==> src/verilog/mips_lite_config.svh <==
// width macros and APB address map for the mips_lite pipeline
`ifndef MIPS_LITE_CONFIG_SVH
`define MIPS_LITE_CONFIG_SVH

// data path and instruction word width
`define MIPS_DATA_W 32

// register index width and register count
`define MIPS_REG_W 5
`define MIPS_NUM_REGS 32

// APB slave address width
`define MIPS_APB_ADDR_W 12

// write-only instruction port
`define MIPS_ADDR_INSTR 12'h000

// read-only retired instruction count
`define MIPS_ADDR_RETIRED 12'h004

// general register n is read at this base plus 4*n
`define MIPS_ADDR_REG_BASE 12'h080

`endif

==> src/verilog/mips_lite_pkg.sv <==
// opcode, funct and ALU operation enums for mips_lite
package mips_lite_pkg;

    // primary opcodes, MIPS encodings
    typedef enum logic [5:0] {
        SPECIAL = 6'h00,
        ADDIU   = 6'h09,
        SLTI    = 6'h0A,
        ANDI    = 6'h0C,
        ORI     = 6'h0D,
        XORI    = 6'h0E,
        LUI     = 6'h0F
    } opcode_e;

    // funct field of SPECIAL instructions
    typedef enum logic [5:0] {
        SLL  = 6'h00,
        SRL  = 6'h02,
        ADDU = 6'h21,
        SUBU = 6'h23,
        AND  = 6'h24,
        OR   = 6'h25,
        XOR  = 6'h26,
        NOR  = 6'h27,
        SLT  = 6'h2A
    } funct_e;

    // operations carried from decode to the execute ALU
    typedef enum logic [3:0] {
        ALU_ADD = 4'd0,
        ALU_SUB = 4'd1,
        ALU_AND = 4'd2,
        ALU_OR  = 4'd3,
        ALU_XOR = 4'd4,
        ALU_NOR = 4'd5,
        ALU_SLT = 4'd6,
        ALU_SLL = 4'd7,
        ALU_SRL = 4'd8,
        ALU_LUI = 4'd9,
        ALU_NOP = 4'd15
    } alu_op_e;

endpackage

==> src/verilog/ex_if.sv <==
// ex_if interface carrying one decoded instruction from decode to execute
`timescale 1ns/1ps
`include "mips_lite_config.svh"

interface ex_if;

    logic                         valid;
    mips_lite_pkg::alu_op_e       alu_op;
    logic [`MIPS_DATA_W-1:0]      opa;
    logic [`MIPS_DATA_W-1:0]      opb;
    logic [4:0]                   shamt;
    logic [`MIPS_REG_W-1:0]       rd;
    logic                         wr_en;

    // decode owns the pipeline register, execute only consumes it
    modport dec (output valid, alu_op, opa, opb, shamt, rd, wr_en);
    modport ex  (input  valid, alu_op, opa, opb, shamt, rd, wr_en);

endinterface

==> src/verilog/apb_instr_port.sv <==
// apb_instr_port module: APB slave, instruction register, issue counter and read mux
`timescale 1ns/1ps
`include "mips_lite_config.svh"

module apb_instr_port (
    input  logic                          clk,
    input  logic                          arst_n_i,
    input  logic                          psel_i,
    input  logic                          penable_i,
    input  logic                          pwrite_i,
    input  logic [`MIPS_APB_ADDR_W-1:0]   paddr_i,
    input  logic [`MIPS_DATA_W-1:0]       pwdata_i,
    output logic [`MIPS_DATA_W-1:0]       prdata_o,
    output logic                          pready_o,
    output logic                          pslverr_o,
    output logic                          instr_valid_o,
    output logic [`MIPS_DATA_W-1:0]       instr_o,
    input  logic [`MIPS_DATA_W-1:0]       retired_i,
    output logic [`MIPS_REG_W-1:0]        host_idx_o,
    input  logic [`MIPS_DATA_W-1:0]       host_data_i
);

    logic                          access;
    logic                          addr_instr;
    logic                          addr_retired;
    logic                          addr_reg;
    logic                          rd_mapped;
    logic                          pipe_empty;
    logic                          instr_wr;
    logic [`MIPS_APB_ADDR_W-1:0]   reg_off;
    logic [`MIPS_DATA_W-1:0]       instr_q;
    logic [`MIPS_DATA_W-1:0]       issue_cnt_q;
    logic                          instr_valid_q;

    assign access = psel_i & penable_i;

    // address map decode
    assign reg_off      = paddr_i - `MIPS_ADDR_REG_BASE;
    assign addr_instr   = (paddr_i == `MIPS_ADDR_INSTR);
    assign addr_retired = (paddr_i == `MIPS_ADDR_RETIRED);
    assign addr_reg     = (paddr_i >= `MIPS_ADDR_REG_BASE) &&
                          (reg_off < (`MIPS_NUM_REGS * 4)) &&
                          (paddr_i[1:0] == 2'b00);
    assign rd_mapped    = addr_retired | addr_reg;
    assign host_idx_o   = reg_off[`MIPS_REG_W+1:2];

    // every issued instruction has retired, so register state is final
    assign pipe_empty = (issue_cnt_q == retired_i);

    // writes and bad reads finish at once, mapped reads wait for the pipeline
    assign pready_o  = access & (pwrite_i | ~rd_mapped | pipe_empty);
    assign pslverr_o = access & (pwrite_i ? ~addr_instr : ~rd_mapped);

    always_comb begin
        prdata_o = '0;
        if (access && !pwrite_i && pipe_empty) begin
            if (addr_retired) begin
                prdata_o = retired_i;
            end else if (addr_reg) begin
                prdata_o = host_data_i;
            end
        end
    end

    // the instruction write completes on this edge since pready is high
    assign instr_wr = access & pwrite_i & addr_instr;

    always_ff @(posedge clk or negedge arst_n_i) begin
        if (!arst_n_i) begin
            instr_valid_q <= 1'b0;
            issue_cnt_q   <= '0;
        end else begin
            instr_valid_q <= instr_wr;
            if (instr_wr) begin
                issue_cnt_q <= issue_cnt_q + 1'b1;
            end
        end
    end

    always_ff @(posedge clk) begin
        if (instr_wr) begin
            instr_q <= pwdata_i;
        end
    end

    assign instr_valid_o = instr_valid_q;
    assign instr_o       = instr_q;

endmodule

==> src/verilog/decode_issue.sv <==
// decode_issue module: field and control decode, operand read, decode/execute register
`timescale 1ns/1ps
`include "mips_lite_config.svh"

module decode_issue (
    input  logic                      clk,
    input  logic                      arst_n_i,
    input  logic                      instr_valid_i,
    input  logic [`MIPS_DATA_W-1:0]   instr_i,
    output logic [`MIPS_REG_W-1:0]    rs_idx_o,
    output logic [`MIPS_REG_W-1:0]    rt_idx_o,
    input  logic [`MIPS_DATA_W-1:0]   rs_data_i,
    input  logic [`MIPS_DATA_W-1:0]   rt_data_i,
    ex_if.dec                         ex
);

    logic [5:0]                   op;
    logic [5:0]                   funct;
    logic [4:0]                   shamt;
    logic [`MIPS_REG_W-1:0]       rd;
    logic [15:0]                  imm;
    logic [`MIPS_DATA_W-1:0]      imm_sext;
    logic [`MIPS_DATA_W-1:0]      imm_zext;
    mips_lite_pkg::alu_op_e       alu_op_d;
    logic [`MIPS_DATA_W-1:0]      opb_d;
    logic [`MIPS_REG_W-1:0]       dst_d;
    logic                         known_d;

    // instruction fields
    assign op       = instr_i[31:26];
    assign rs_idx_o = instr_i[25:21];
    assign rt_idx_o = instr_i[20:16];
    assign rd       = instr_i[15:11];
    assign shamt    = instr_i[10:6];
    assign funct    = instr_i[5:0];
    assign imm      = instr_i[15:0];

    assign imm_sext = {{(`MIPS_DATA_W-16){imm[15]}}, imm};
    assign imm_zext = {{(`MIPS_DATA_W-16){1'b0}}, imm};

    // I-type writes rt, R-type writes rd
    always_comb begin
        alu_op_d = mips_lite_pkg::ALU_NOP;
        opb_d    = imm_zext;
        dst_d    = rt_idx_o;
        known_d  = 1'b1;
        case (op)
            mips_lite_pkg::SPECIAL: begin
                opb_d = rt_data_i;
                dst_d = rd;
                case (funct)
                    mips_lite_pkg::SLL:  alu_op_d = mips_lite_pkg::ALU_SLL;
                    mips_lite_pkg::SRL:  alu_op_d = mips_lite_pkg::ALU_SRL;
                    mips_lite_pkg::ADDU: alu_op_d = mips_lite_pkg::ALU_ADD;
                    mips_lite_pkg::SUBU: alu_op_d = mips_lite_pkg::ALU_SUB;
                    mips_lite_pkg::AND:  alu_op_d = mips_lite_pkg::ALU_AND;
                    mips_lite_pkg::OR:   alu_op_d = mips_lite_pkg::ALU_OR;
                    mips_lite_pkg::XOR:  alu_op_d = mips_lite_pkg::ALU_XOR;
                    mips_lite_pkg::NOR:  alu_op_d = mips_lite_pkg::ALU_NOR;
                    mips_lite_pkg::SLT:  alu_op_d = mips_lite_pkg::ALU_SLT;
                    default:             known_d  = 1'b0;
                endcase
            end
            mips_lite_pkg::ADDIU: begin
                alu_op_d = mips_lite_pkg::ALU_ADD;
                opb_d    = imm_sext;
            end
            mips_lite_pkg::SLTI: begin
                alu_op_d = mips_lite_pkg::ALU_SLT;
                opb_d    = imm_sext;
            end
            mips_lite_pkg::ANDI: alu_op_d = mips_lite_pkg::ALU_AND;
            mips_lite_pkg::ORI:  alu_op_d = mips_lite_pkg::ALU_OR;
            mips_lite_pkg::XORI: alu_op_d = mips_lite_pkg::ALU_XOR;
            mips_lite_pkg::LUI:  alu_op_d = mips_lite_pkg::ALU_LUI;
            default:             known_d  = 1'b0;
        endcase
    end

    always_ff @(posedge clk or negedge arst_n_i) begin
        if (!arst_n_i) begin
            ex.valid <= 1'b0;
            ex.wr_en <= 1'b0;
        end else begin
            ex.valid <= instr_valid_i;
            // unknown codes still retire but never touch the register file
            ex.wr_en <= instr_valid_i & known_d & (dst_d != '0);
        end
    end

    always_ff @(posedge clk) begin
        if (instr_valid_i) begin
            ex.alu_op <= alu_op_d;
            ex.opa    <= rs_data_i;
            ex.opb    <= opb_d;
            ex.shamt  <= shamt;
            ex.rd     <= dst_d;
        end
    end

endmodule

==> src/verilog/execute_stage.sv <==
// execute_stage module: ALU, write-back register and retire counter
`timescale 1ns/1ps
`include "mips_lite_config.svh"

module execute_stage (
    input  logic                      clk,
    input  logic                      arst_n_i,
    ex_if.ex                          ex,
    output logic                      wb_en_o,
    output logic [`MIPS_REG_W-1:0]    wb_rd_o,
    output logic [`MIPS_DATA_W-1:0]   wb_data_o,
    output logic [`MIPS_DATA_W-1:0]   retired_o
);

    logic [`MIPS_DATA_W-1:0] alu_res;
    logic                    slt_bit;
    logic                    wb_valid_q;
    logic                    wb_en_q;
    logic [`MIPS_REG_W-1:0]  wb_rd_q;
    logic [`MIPS_DATA_W-1:0] wb_data_q;
    logic [`MIPS_DATA_W-1:0] retired_q;

    assign slt_bit = ($signed(ex.opa) < $signed(ex.opb));

    // shifts operate on rt, which decode puts in opb
    always_comb begin
        case (ex.alu_op)
            mips_lite_pkg::ALU_ADD: alu_res = ex.opa + ex.opb;
            mips_lite_pkg::ALU_SUB: alu_res = ex.opa - ex.opb;
            mips_lite_pkg::ALU_AND: alu_res = ex.opa & ex.opb;
            mips_lite_pkg::ALU_OR:  alu_res = ex.opa | ex.opb;
            mips_lite_pkg::ALU_XOR: alu_res = ex.opa ^ ex.opb;
            mips_lite_pkg::ALU_NOR: alu_res = ~(ex.opa | ex.opb);
            mips_lite_pkg::ALU_SLT: alu_res = {{(`MIPS_DATA_W-1){1'b0}}, slt_bit};
            mips_lite_pkg::ALU_SLL: alu_res = ex.opb << ex.shamt;
            mips_lite_pkg::ALU_SRL: alu_res = ex.opb >> ex.shamt;
            mips_lite_pkg::ALU_LUI: alu_res = {ex.opb[15:0], 16'h0000};
            default:                alu_res = '0;
        endcase
    end

    always_ff @(posedge clk or negedge arst_n_i) begin
        if (!arst_n_i) begin
            wb_valid_q <= 1'b0;
            wb_en_q    <= 1'b0;
            retired_q  <= '0;
        end else begin
            wb_valid_q <= ex.valid;
            wb_en_q    <= ex.valid & ex.wr_en;
            // no-ops count too, the register file write lands on this same edge
            if (wb_valid_q) begin
                retired_q <= retired_q + 1'b1;
            end
        end
    end

    always_ff @(posedge clk) begin
        if (ex.valid) begin
            wb_rd_q   <= ex.rd;
            wb_data_q <= alu_res;
        end
    end

    assign wb_en_o   = wb_en_q;
    assign wb_rd_o   = wb_rd_q;
    assign wb_data_o = wb_data_q;
    assign retired_o = retired_q;

endmodule

==> src/verilog/mips_lite_top.sv <==
// mips_lite_top module: APB port, decode, register file and execute joined together
`timescale 1ns/1ps
`include "mips_lite_config.svh"

module mips_lite_top (
    input  logic                          clk,
    input  logic                          arst_n_i,
    input  logic                          psel_i,
    input  logic                          penable_i,
    input  logic                          pwrite_i,
    input  logic [`MIPS_APB_ADDR_W-1:0]   paddr_i,
    input  logic [`MIPS_DATA_W-1:0]       pwdata_i,
    output logic [`MIPS_DATA_W-1:0]       prdata_o,
    output logic                          pready_o,
    output logic                          pslverr_o
);

    logic                      instr_valid;
    logic [`MIPS_DATA_W-1:0]   instr;
    logic [`MIPS_REG_W-1:0]    rs_idx;
    logic [`MIPS_REG_W-1:0]    rt_idx;
    logic [`MIPS_DATA_W-1:0]   rs_data;
    logic [`MIPS_DATA_W-1:0]   rt_data;
    logic [`MIPS_REG_W-1:0]    host_idx;
    logic [`MIPS_DATA_W-1:0]   host_data;
    logic                      wb_en;
    logic [`MIPS_REG_W-1:0]    wb_rd;
    logic [`MIPS_DATA_W-1:0]   wb_data;
    logic [`MIPS_DATA_W-1:0]   retired;

    ex_if ex_bus ();

    apb_instr_port u_apb_instr_port (
        .clk           (clk),
        .arst_n_i      (arst_n_i),
        .psel_i        (psel_i),
        .penable_i     (penable_i),
        .pwrite_i      (pwrite_i),
        .paddr_i       (paddr_i),
        .pwdata_i      (pwdata_i),
        .prdata_o      (prdata_o),
        .pready_o      (pready_o),
        .pslverr_o     (pslverr_o),
        .instr_valid_o (instr_valid),
        .instr_o       (instr),
        .retired_i     (retired),
        .host_idx_o    (host_idx),
        .host_data_i   (host_data)
    );

    decode_issue u_decode_issue (
        .clk           (clk),
        .arst_n_i      (arst_n_i),
        .instr_valid_i (instr_valid),
        .instr_i       (instr),
        .rs_idx_o      (rs_idx),
        .rt_idx_o      (rt_idx),
        .rs_data_i     (rs_data),
        .rt_data_i     (rt_data),
        .ex            (ex_bus.dec)
    );

    reg_file u_reg_file (
        .clk         (clk),
        .arst_n_i    (arst_n_i),
        .rs_idx_i    (rs_idx),
        .rt_idx_i    (rt_idx),
        .host_idx_i  (host_idx),
        .rs_data_o   (rs_data),
        .rt_data_o   (rt_data),
        .host_data_o (host_data),
        .wb_en_i     (wb_en),
        .wb_rd_i     (wb_rd),
        .wb_data_i   (wb_data)
    );

    execute_stage u_execute_stage (
        .clk       (clk),
        .arst_n_i  (arst_n_i),
        .ex        (ex_bus.ex),
        .wb_en_o   (wb_en),
        .wb_rd_o   (wb_rd),
        .wb_data_o (wb_data),
        .retired_o (retired)
    );

endmodule

==> src/verilog/reg_file.sv <==
// reg_file module: 31 general registers, two decode read ports, host read port
`timescale 1ns/1ps
`include "mips_lite_config.svh"

module reg_file (
    input  logic                      clk,
    input  logic                      arst_n_i,
    input  logic [`MIPS_REG_W-1:0]    rs_idx_i,
    input  logic [`MIPS_REG_W-1:0]    rt_idx_i,
    input  logic [`MIPS_REG_W-1:0]    host_idx_i,
    output logic [`MIPS_DATA_W-1:0]   rs_data_o,
    output logic [`MIPS_DATA_W-1:0]   rt_data_o,
    output logic [`MIPS_DATA_W-1:0]   host_data_o,
    input  logic                      wb_en_i,
    input  logic [`MIPS_REG_W-1:0]    wb_rd_i,
    input  logic [`MIPS_DATA_W-1:0]   wb_data_i
);

    // register 0 has no storage
    logic [`MIPS_DATA_W-1:0] regs [1:`MIPS_NUM_REGS-1];
    logic                    wr_live;

    assign wr_live = wb_en_i & (wb_rd_i != '0);

    always_ff @(posedge clk or negedge arst_n_i) begin
        if (!arst_n_i) begin
            for (int i = 1; i < `MIPS_NUM_REGS; i++) begin
                regs[i] <= '0;
            end
        end else if (wr_live) begin
            regs[wb_rd_i] <= wb_data_i;
        end
    end

    // decode ports see a same-cycle write so a dependent instruction needs no stall
    assign rs_data_o = (rs_idx_i == '0) ? '0 :
                       (wr_live && (wb_rd_i == rs_idx_i)) ? wb_data_i : regs[rs_idx_i];
    assign rt_data_o = (rt_idx_i == '0) ? '0 :
                       (wr_live && (wb_rd_i == rt_idx_i)) ? wb_data_i : regs[rt_idx_i];

    // host reads only happen with the pipeline empty
    assign host_data_o = (host_idx_i == '0) ? '0 : regs[host_idx_i];

endmodule
==> config.mk <==
export PLATFORM = sky130hd
export DESIGN_NAME = mips_lite_top
export DESIGN_NICKNAME = d
export VERILOG_FILES = /design/src/verilog/mips_lite_pkg.sv /design/src/verilog/ex_if.sv /design/src/verilog/apb_instr_port.sv /design/src/verilog/decode_issue.sv /design/src/verilog/execute_stage.sv /design/src/verilog/mips_lite_top.sv /design/src/verilog/reg_file.sv
export VERILOG_INCLUDE_DIRS = /design/src /design/src/verilog
export SDC_FILE = /design/constraint.sdc
export NUM_CORES = 2
export LEC_CHECK = 0
export BUFFER_PORTS_ARGS = -buffer_cell sky130_fd_sc_hd__buf_2
export CAP_MARGIN = 15
export CORE_MARGIN = 1.5
export CORE_UTILIZATION = 55
export CTS_CLUSTER_DIAMETER = 120
export DETAILED_ROUTE_END_ITERATION = 16
export PLACE_DENSITY = 0.71
export SYNTH_ARGS = -nofsm -noshare
export SYNTH_HDL_FRONTEND = slang
export SYNTH_HIERARCHICAL = 1
export SYNTH_SLANG_ARGS = --single-unit
==> constraint.sdc <==
create_clock -name clk -period 4.1 [get_ports clk]
set_input_delay 0.41 -clock clk [delete_from_list [all_inputs] [get_ports clk]]
set_output_delay 0.41 -clock clk [all_outputs]
set_load 0.1 [all_outputs]
==> key figures <==
Clocking
  • CTS buffer count: 138
  • Setup bufs post-CTS: 0
  • CTS tree: yes
  • Clk sinks: 1208
  • Maximum clock path buffer count: 3
  • H-tree depth: 4
  • Clock latency on the worst-skew pair: 0.83 ns
  • Clock Tree Root: clkbuf_16
  • Clk slew on worst S/H paths: 0.06 ns

Hold path
  • Hold Path Class: in2reg
  • Worst hold endpoint: u_apb_instr_port/issue_cnt_q[0]$_DFFE_PN0P_
  • HP Start: penable_i
  • Hold Path Depth: 3

Synthesis
  • Post-synth EDFFs: 147
  • Synth Flop Type: dfrtp_1
  • Main area contributors after synthesis: dfrtp_1 (33%), mux2_2 (21%), mux4_2 (13%)
  • Yosys warns: 6
  • Post-Synth XOR/XNOR Area: 0.0134
  • #FFs+latches synth: 1208
  • Post-Syn Instances: 6646
  • Sequential share of the synthesized area: 0.385
  • Synth Area in Simple Gates: 0.0554
  • Async set or reset register ratio after synthesis: 0.878
  • Largest family of logic cells by synthesized area: multiplexers
  • Post-synth top area share: 0.330
  • Post-synthesis cell type count: 98
  • Syn Nets: 6796
  • Adder-Cell Fraction of Synth Area: 0.0159
  • Average size of a mapped cell: 12.1 um^2
  • Synth Area in Compound Gates: 0.115
  • Mapped cell area: 80500 um^2
  • Mux cell area share after synthesis: 0.373
  • Synth area leader: dfrtp_1

Global route
  • First-pass GRT wire length: 469000 um
  • Vias in the first global route: 64200
  • Total gr overflow: 0
  • Initial antenna violation count: 30
  • Gr usage total: 0.440
  • Pin count of the biggest net entering global routing: 80

Worst setup path
  • Worst-path fanout max: 45
  • Worst r2r src: u_apb_instr_port/instr_o[22]$_DFFE_PP_
  • Crit Path Class: reg2reg
  • Crit path arrival time: 4.46 ns
  • R2R setup slack: 0.06 ns
  • R2R Path End: u_decode_issue/ex.opa[27]$_DFFE_PP_
  • Worst R2R Path Depth: 7
  • Startpoint types: flop
  • CP required: 4.52 ns
  • Setup crit end kind: flop

Die
  • Die area: 149000 um^2
  • Core ar.: 145000 um^2
  • Initial core utilization: 0.554
  • Die Y: 386 um
  • Die width: 386 um
  • FP Rows: 140
  • # IOs: 83

Routing
  • DR vias/cell: 7.56
  • Initial DRC Count: 10400
  • Drt wl/cell: 37.5 um
  • Via count: 66300
  • Routed WL: 329000 um
  • First drt pass iteration count: 6
  • Post-route DRC violation count: 0
  • ANT nets after route: 0

Cells and area
  • Area grow syn2layout: 13.6%
  • Area of the multi-input gates: 46600 um^2
  • NumNets Final: 6889
  • Final instance area: 91500 um^2
  • Post-layout util: 0.629
  • Seq. cell area: 31000 um^2
  • Most common cell after layout, fill and taps aside: mux2_2
  • Commonest cells after routing, fill and taps aside: mux2_2 (1473), dfrtp_1 (1059), mux4_2 (474)
  • Layout fillers: 11100
  • Layout cells sized above 1: 0.424

Timing
  • Worst slew margin: 0.140
  • Post-route setup slack: 0.0597 ns
  • Hold Fails Final Rpt: 0
  • Setup TNS: 0 ns
  • Measured slew at the worst slew-check pin: 1.29 ns
  • Post-layout minimum cycle time: 4.04 ns
  • Period utilization: 0.985
  • Final setup viols: 0
  • Fin Clk Skew: 0.0530 ns
  • Unrepaired setup endpoints after global routing: false
  • Achievable clock frequency: 0.248 GHz
  • Pins Over Slew Limit: 0

Power and ir drop
  • Pwr Density: 285 nW/um^2
  • VDD IR max: 0.458 mV
  • Pleak: 40.9 nW

Placement
  • Gp weighted congestion: 1.01
  • IO buf count: 82
  • DP Area: 86200 um^2
  • Final HPWL DP: 214000 um
  • Dpl ws: -0.0687 ns

Outcome
  • Outcome: completed

Flow run
  • Max-Cap Viols: 0
kinds of logic (layout without fill, tap and decap cells):
| kind of cell | count (synthesis) | after routing |
|---|---|---|
| muxes | 2220 | 2220 |
| AOI/OAI and AO/OA | 1320 | 1320 |
| DFF | 1208 | 1208 |
| and+or+nand+nor | 878 | 878 |
| buffers and inverters | 797 | 1004 |
| xor gates and xnor gates | 122 | 122 |
| adders and majority gates | 101 | 101 |
| other | 0 | 7 |
critical path, cell delays in order, from the launching register on:
cell	delay [ns]
edfxtp_1	1.13
buf_12	0.29
buf_12	0.30
nor3_1	0.10
nand2_1	0.36
buf_4	0.36
o21ai_0	0.13
a21oi_1	0.94
power breakdown:
| part | leakage, nW | switching (W) | internal [W] | total (W) |
|---|---|---|---|---|
| sequential | 16.1 | 0.000000226 | 0.0121 | 0.0121 |
| clock | 2.35 | 0.00561 | 0.00751 | 0.0131 |
| combinational | 22.5 | 0.000574 | 0.000254 | 0.000828 |
synthesized netlist by cell type, types with 7 or more instances:
cell	count
mux2i_1	271
o21bai_1	15
nor4_1	19
clkbuf_1	366
and2_1	10
nand2b_1	81
nor2b_1	102
nand4_1	28
a222oi_1	9
o21ai_0	150
o31ai_1	10
mux4_2	474
dfrtp_1	1061
and3_1	15
a221oi_1	74
nor2_1	249
buf_4	55
xnor2_1	80
a31oi_1	38
xor2_1	41
ha_1	99
nand3_1	45
buf_1	85
inv_1	118
a211oi_1	173
o22ai_1	153
edfxtp_1	147
a221o_1	133
buf_2	163
nor3b_1	7
a21o_1	34
mux2_2	1473
o21ai_1	12
nor3_1	97
a21oi_1	276
a211o_1	68
o211ai_1	30
a22oi_1	40
and4_1	11
or3_1	10
o221ai_1	9
a22o_1	29
nand2_1	167
cell type report:
cell class | count | area share
clock inverters | 63 | 0.00878
flip-flops and latches | 1208 | 0.339
diodes | 7 | 0.000192
well taps | 1917 | 0.0262
repair buffers | 628 | 0.0677
multi-input cells | 4641 | 0.510
clock buffers | 191 | 0.0437
inverters | 122 | 0.00503
how the worst max path moves through the flow:
stage | startpoint | end | slack (ns) | cells past startpoint
floorplan | paddr_i[2] | prdata_o[8] | 0.39 | 12
global placement | paddr_i[2] | prdata_o[14] | -0.13 | 11
detailed placement | paddr_i[2] | prdata_o[2] | -0.07 | 11
CTS | paddr_i[2] | prdata_o[8] | 0.02 | 11
global route | u_decode_issue/ex.opa[12]$_DFFE_PP_ | u_execute_stage/wb_data_o[31]$_SDFFCE_PN0P_ | 0.05 | 12
finish | u_apb_instr_port/instr_o[22]$_DFFE_PP_ | u_decode_issue/ex.opa[27]$_DFFE_PP_ | 0.06 | 7
repair_timing:
item                                   in CTS  in global routing
hold buffers                               33                  0
setup endpoints to repair                   2                  6
resized for setup                           2                  5
endpoints found under the hold margin      89                  0
layer usage:
| metal | GRT usage | wire length, um | up-vias |
|---|---|---|---|
| met5 | 0.0104 | 394 | - |
| met4 | 0.306 | 27600 | 30 |
| met3 | 0.166 | 47900 | 1484 |
| met2 | 0.600 | 134000 | 5527 |
| met1 | 0.576 | 119000 | 33300 |
| li1 | - | - | 25900 |
per-stage QoR:
stage / hold WS, ns / cells / power (W)
global route: 0.146 / 8770 / 0.0267
finish: 0.119 / 8777 / 0.0260
detailed placement: 0.414 / 8481 / 0.0131
global placement: 0.408 / 8478 / 0.0131
floorplan: 0.114 / 6646 / 0.0126
CTS: 0.0873 / 8768 / 0.0261
registers in the layout, indices dropped and copies added, names as in the netlist, 32 cells and up:
name	count
u_reg_file/regs	992
u_apb_instr_port/instr_o	32
u_apb_instr_port/issue_cnt_q	32
u_decode_issue/ex.opa	32
u_decode_issue/ex.opb	32
u_execute_stage/retired_o	32
u_execute_stage/wb_data_o	32
Note: power is estimated with default switching activity, not from simulation.
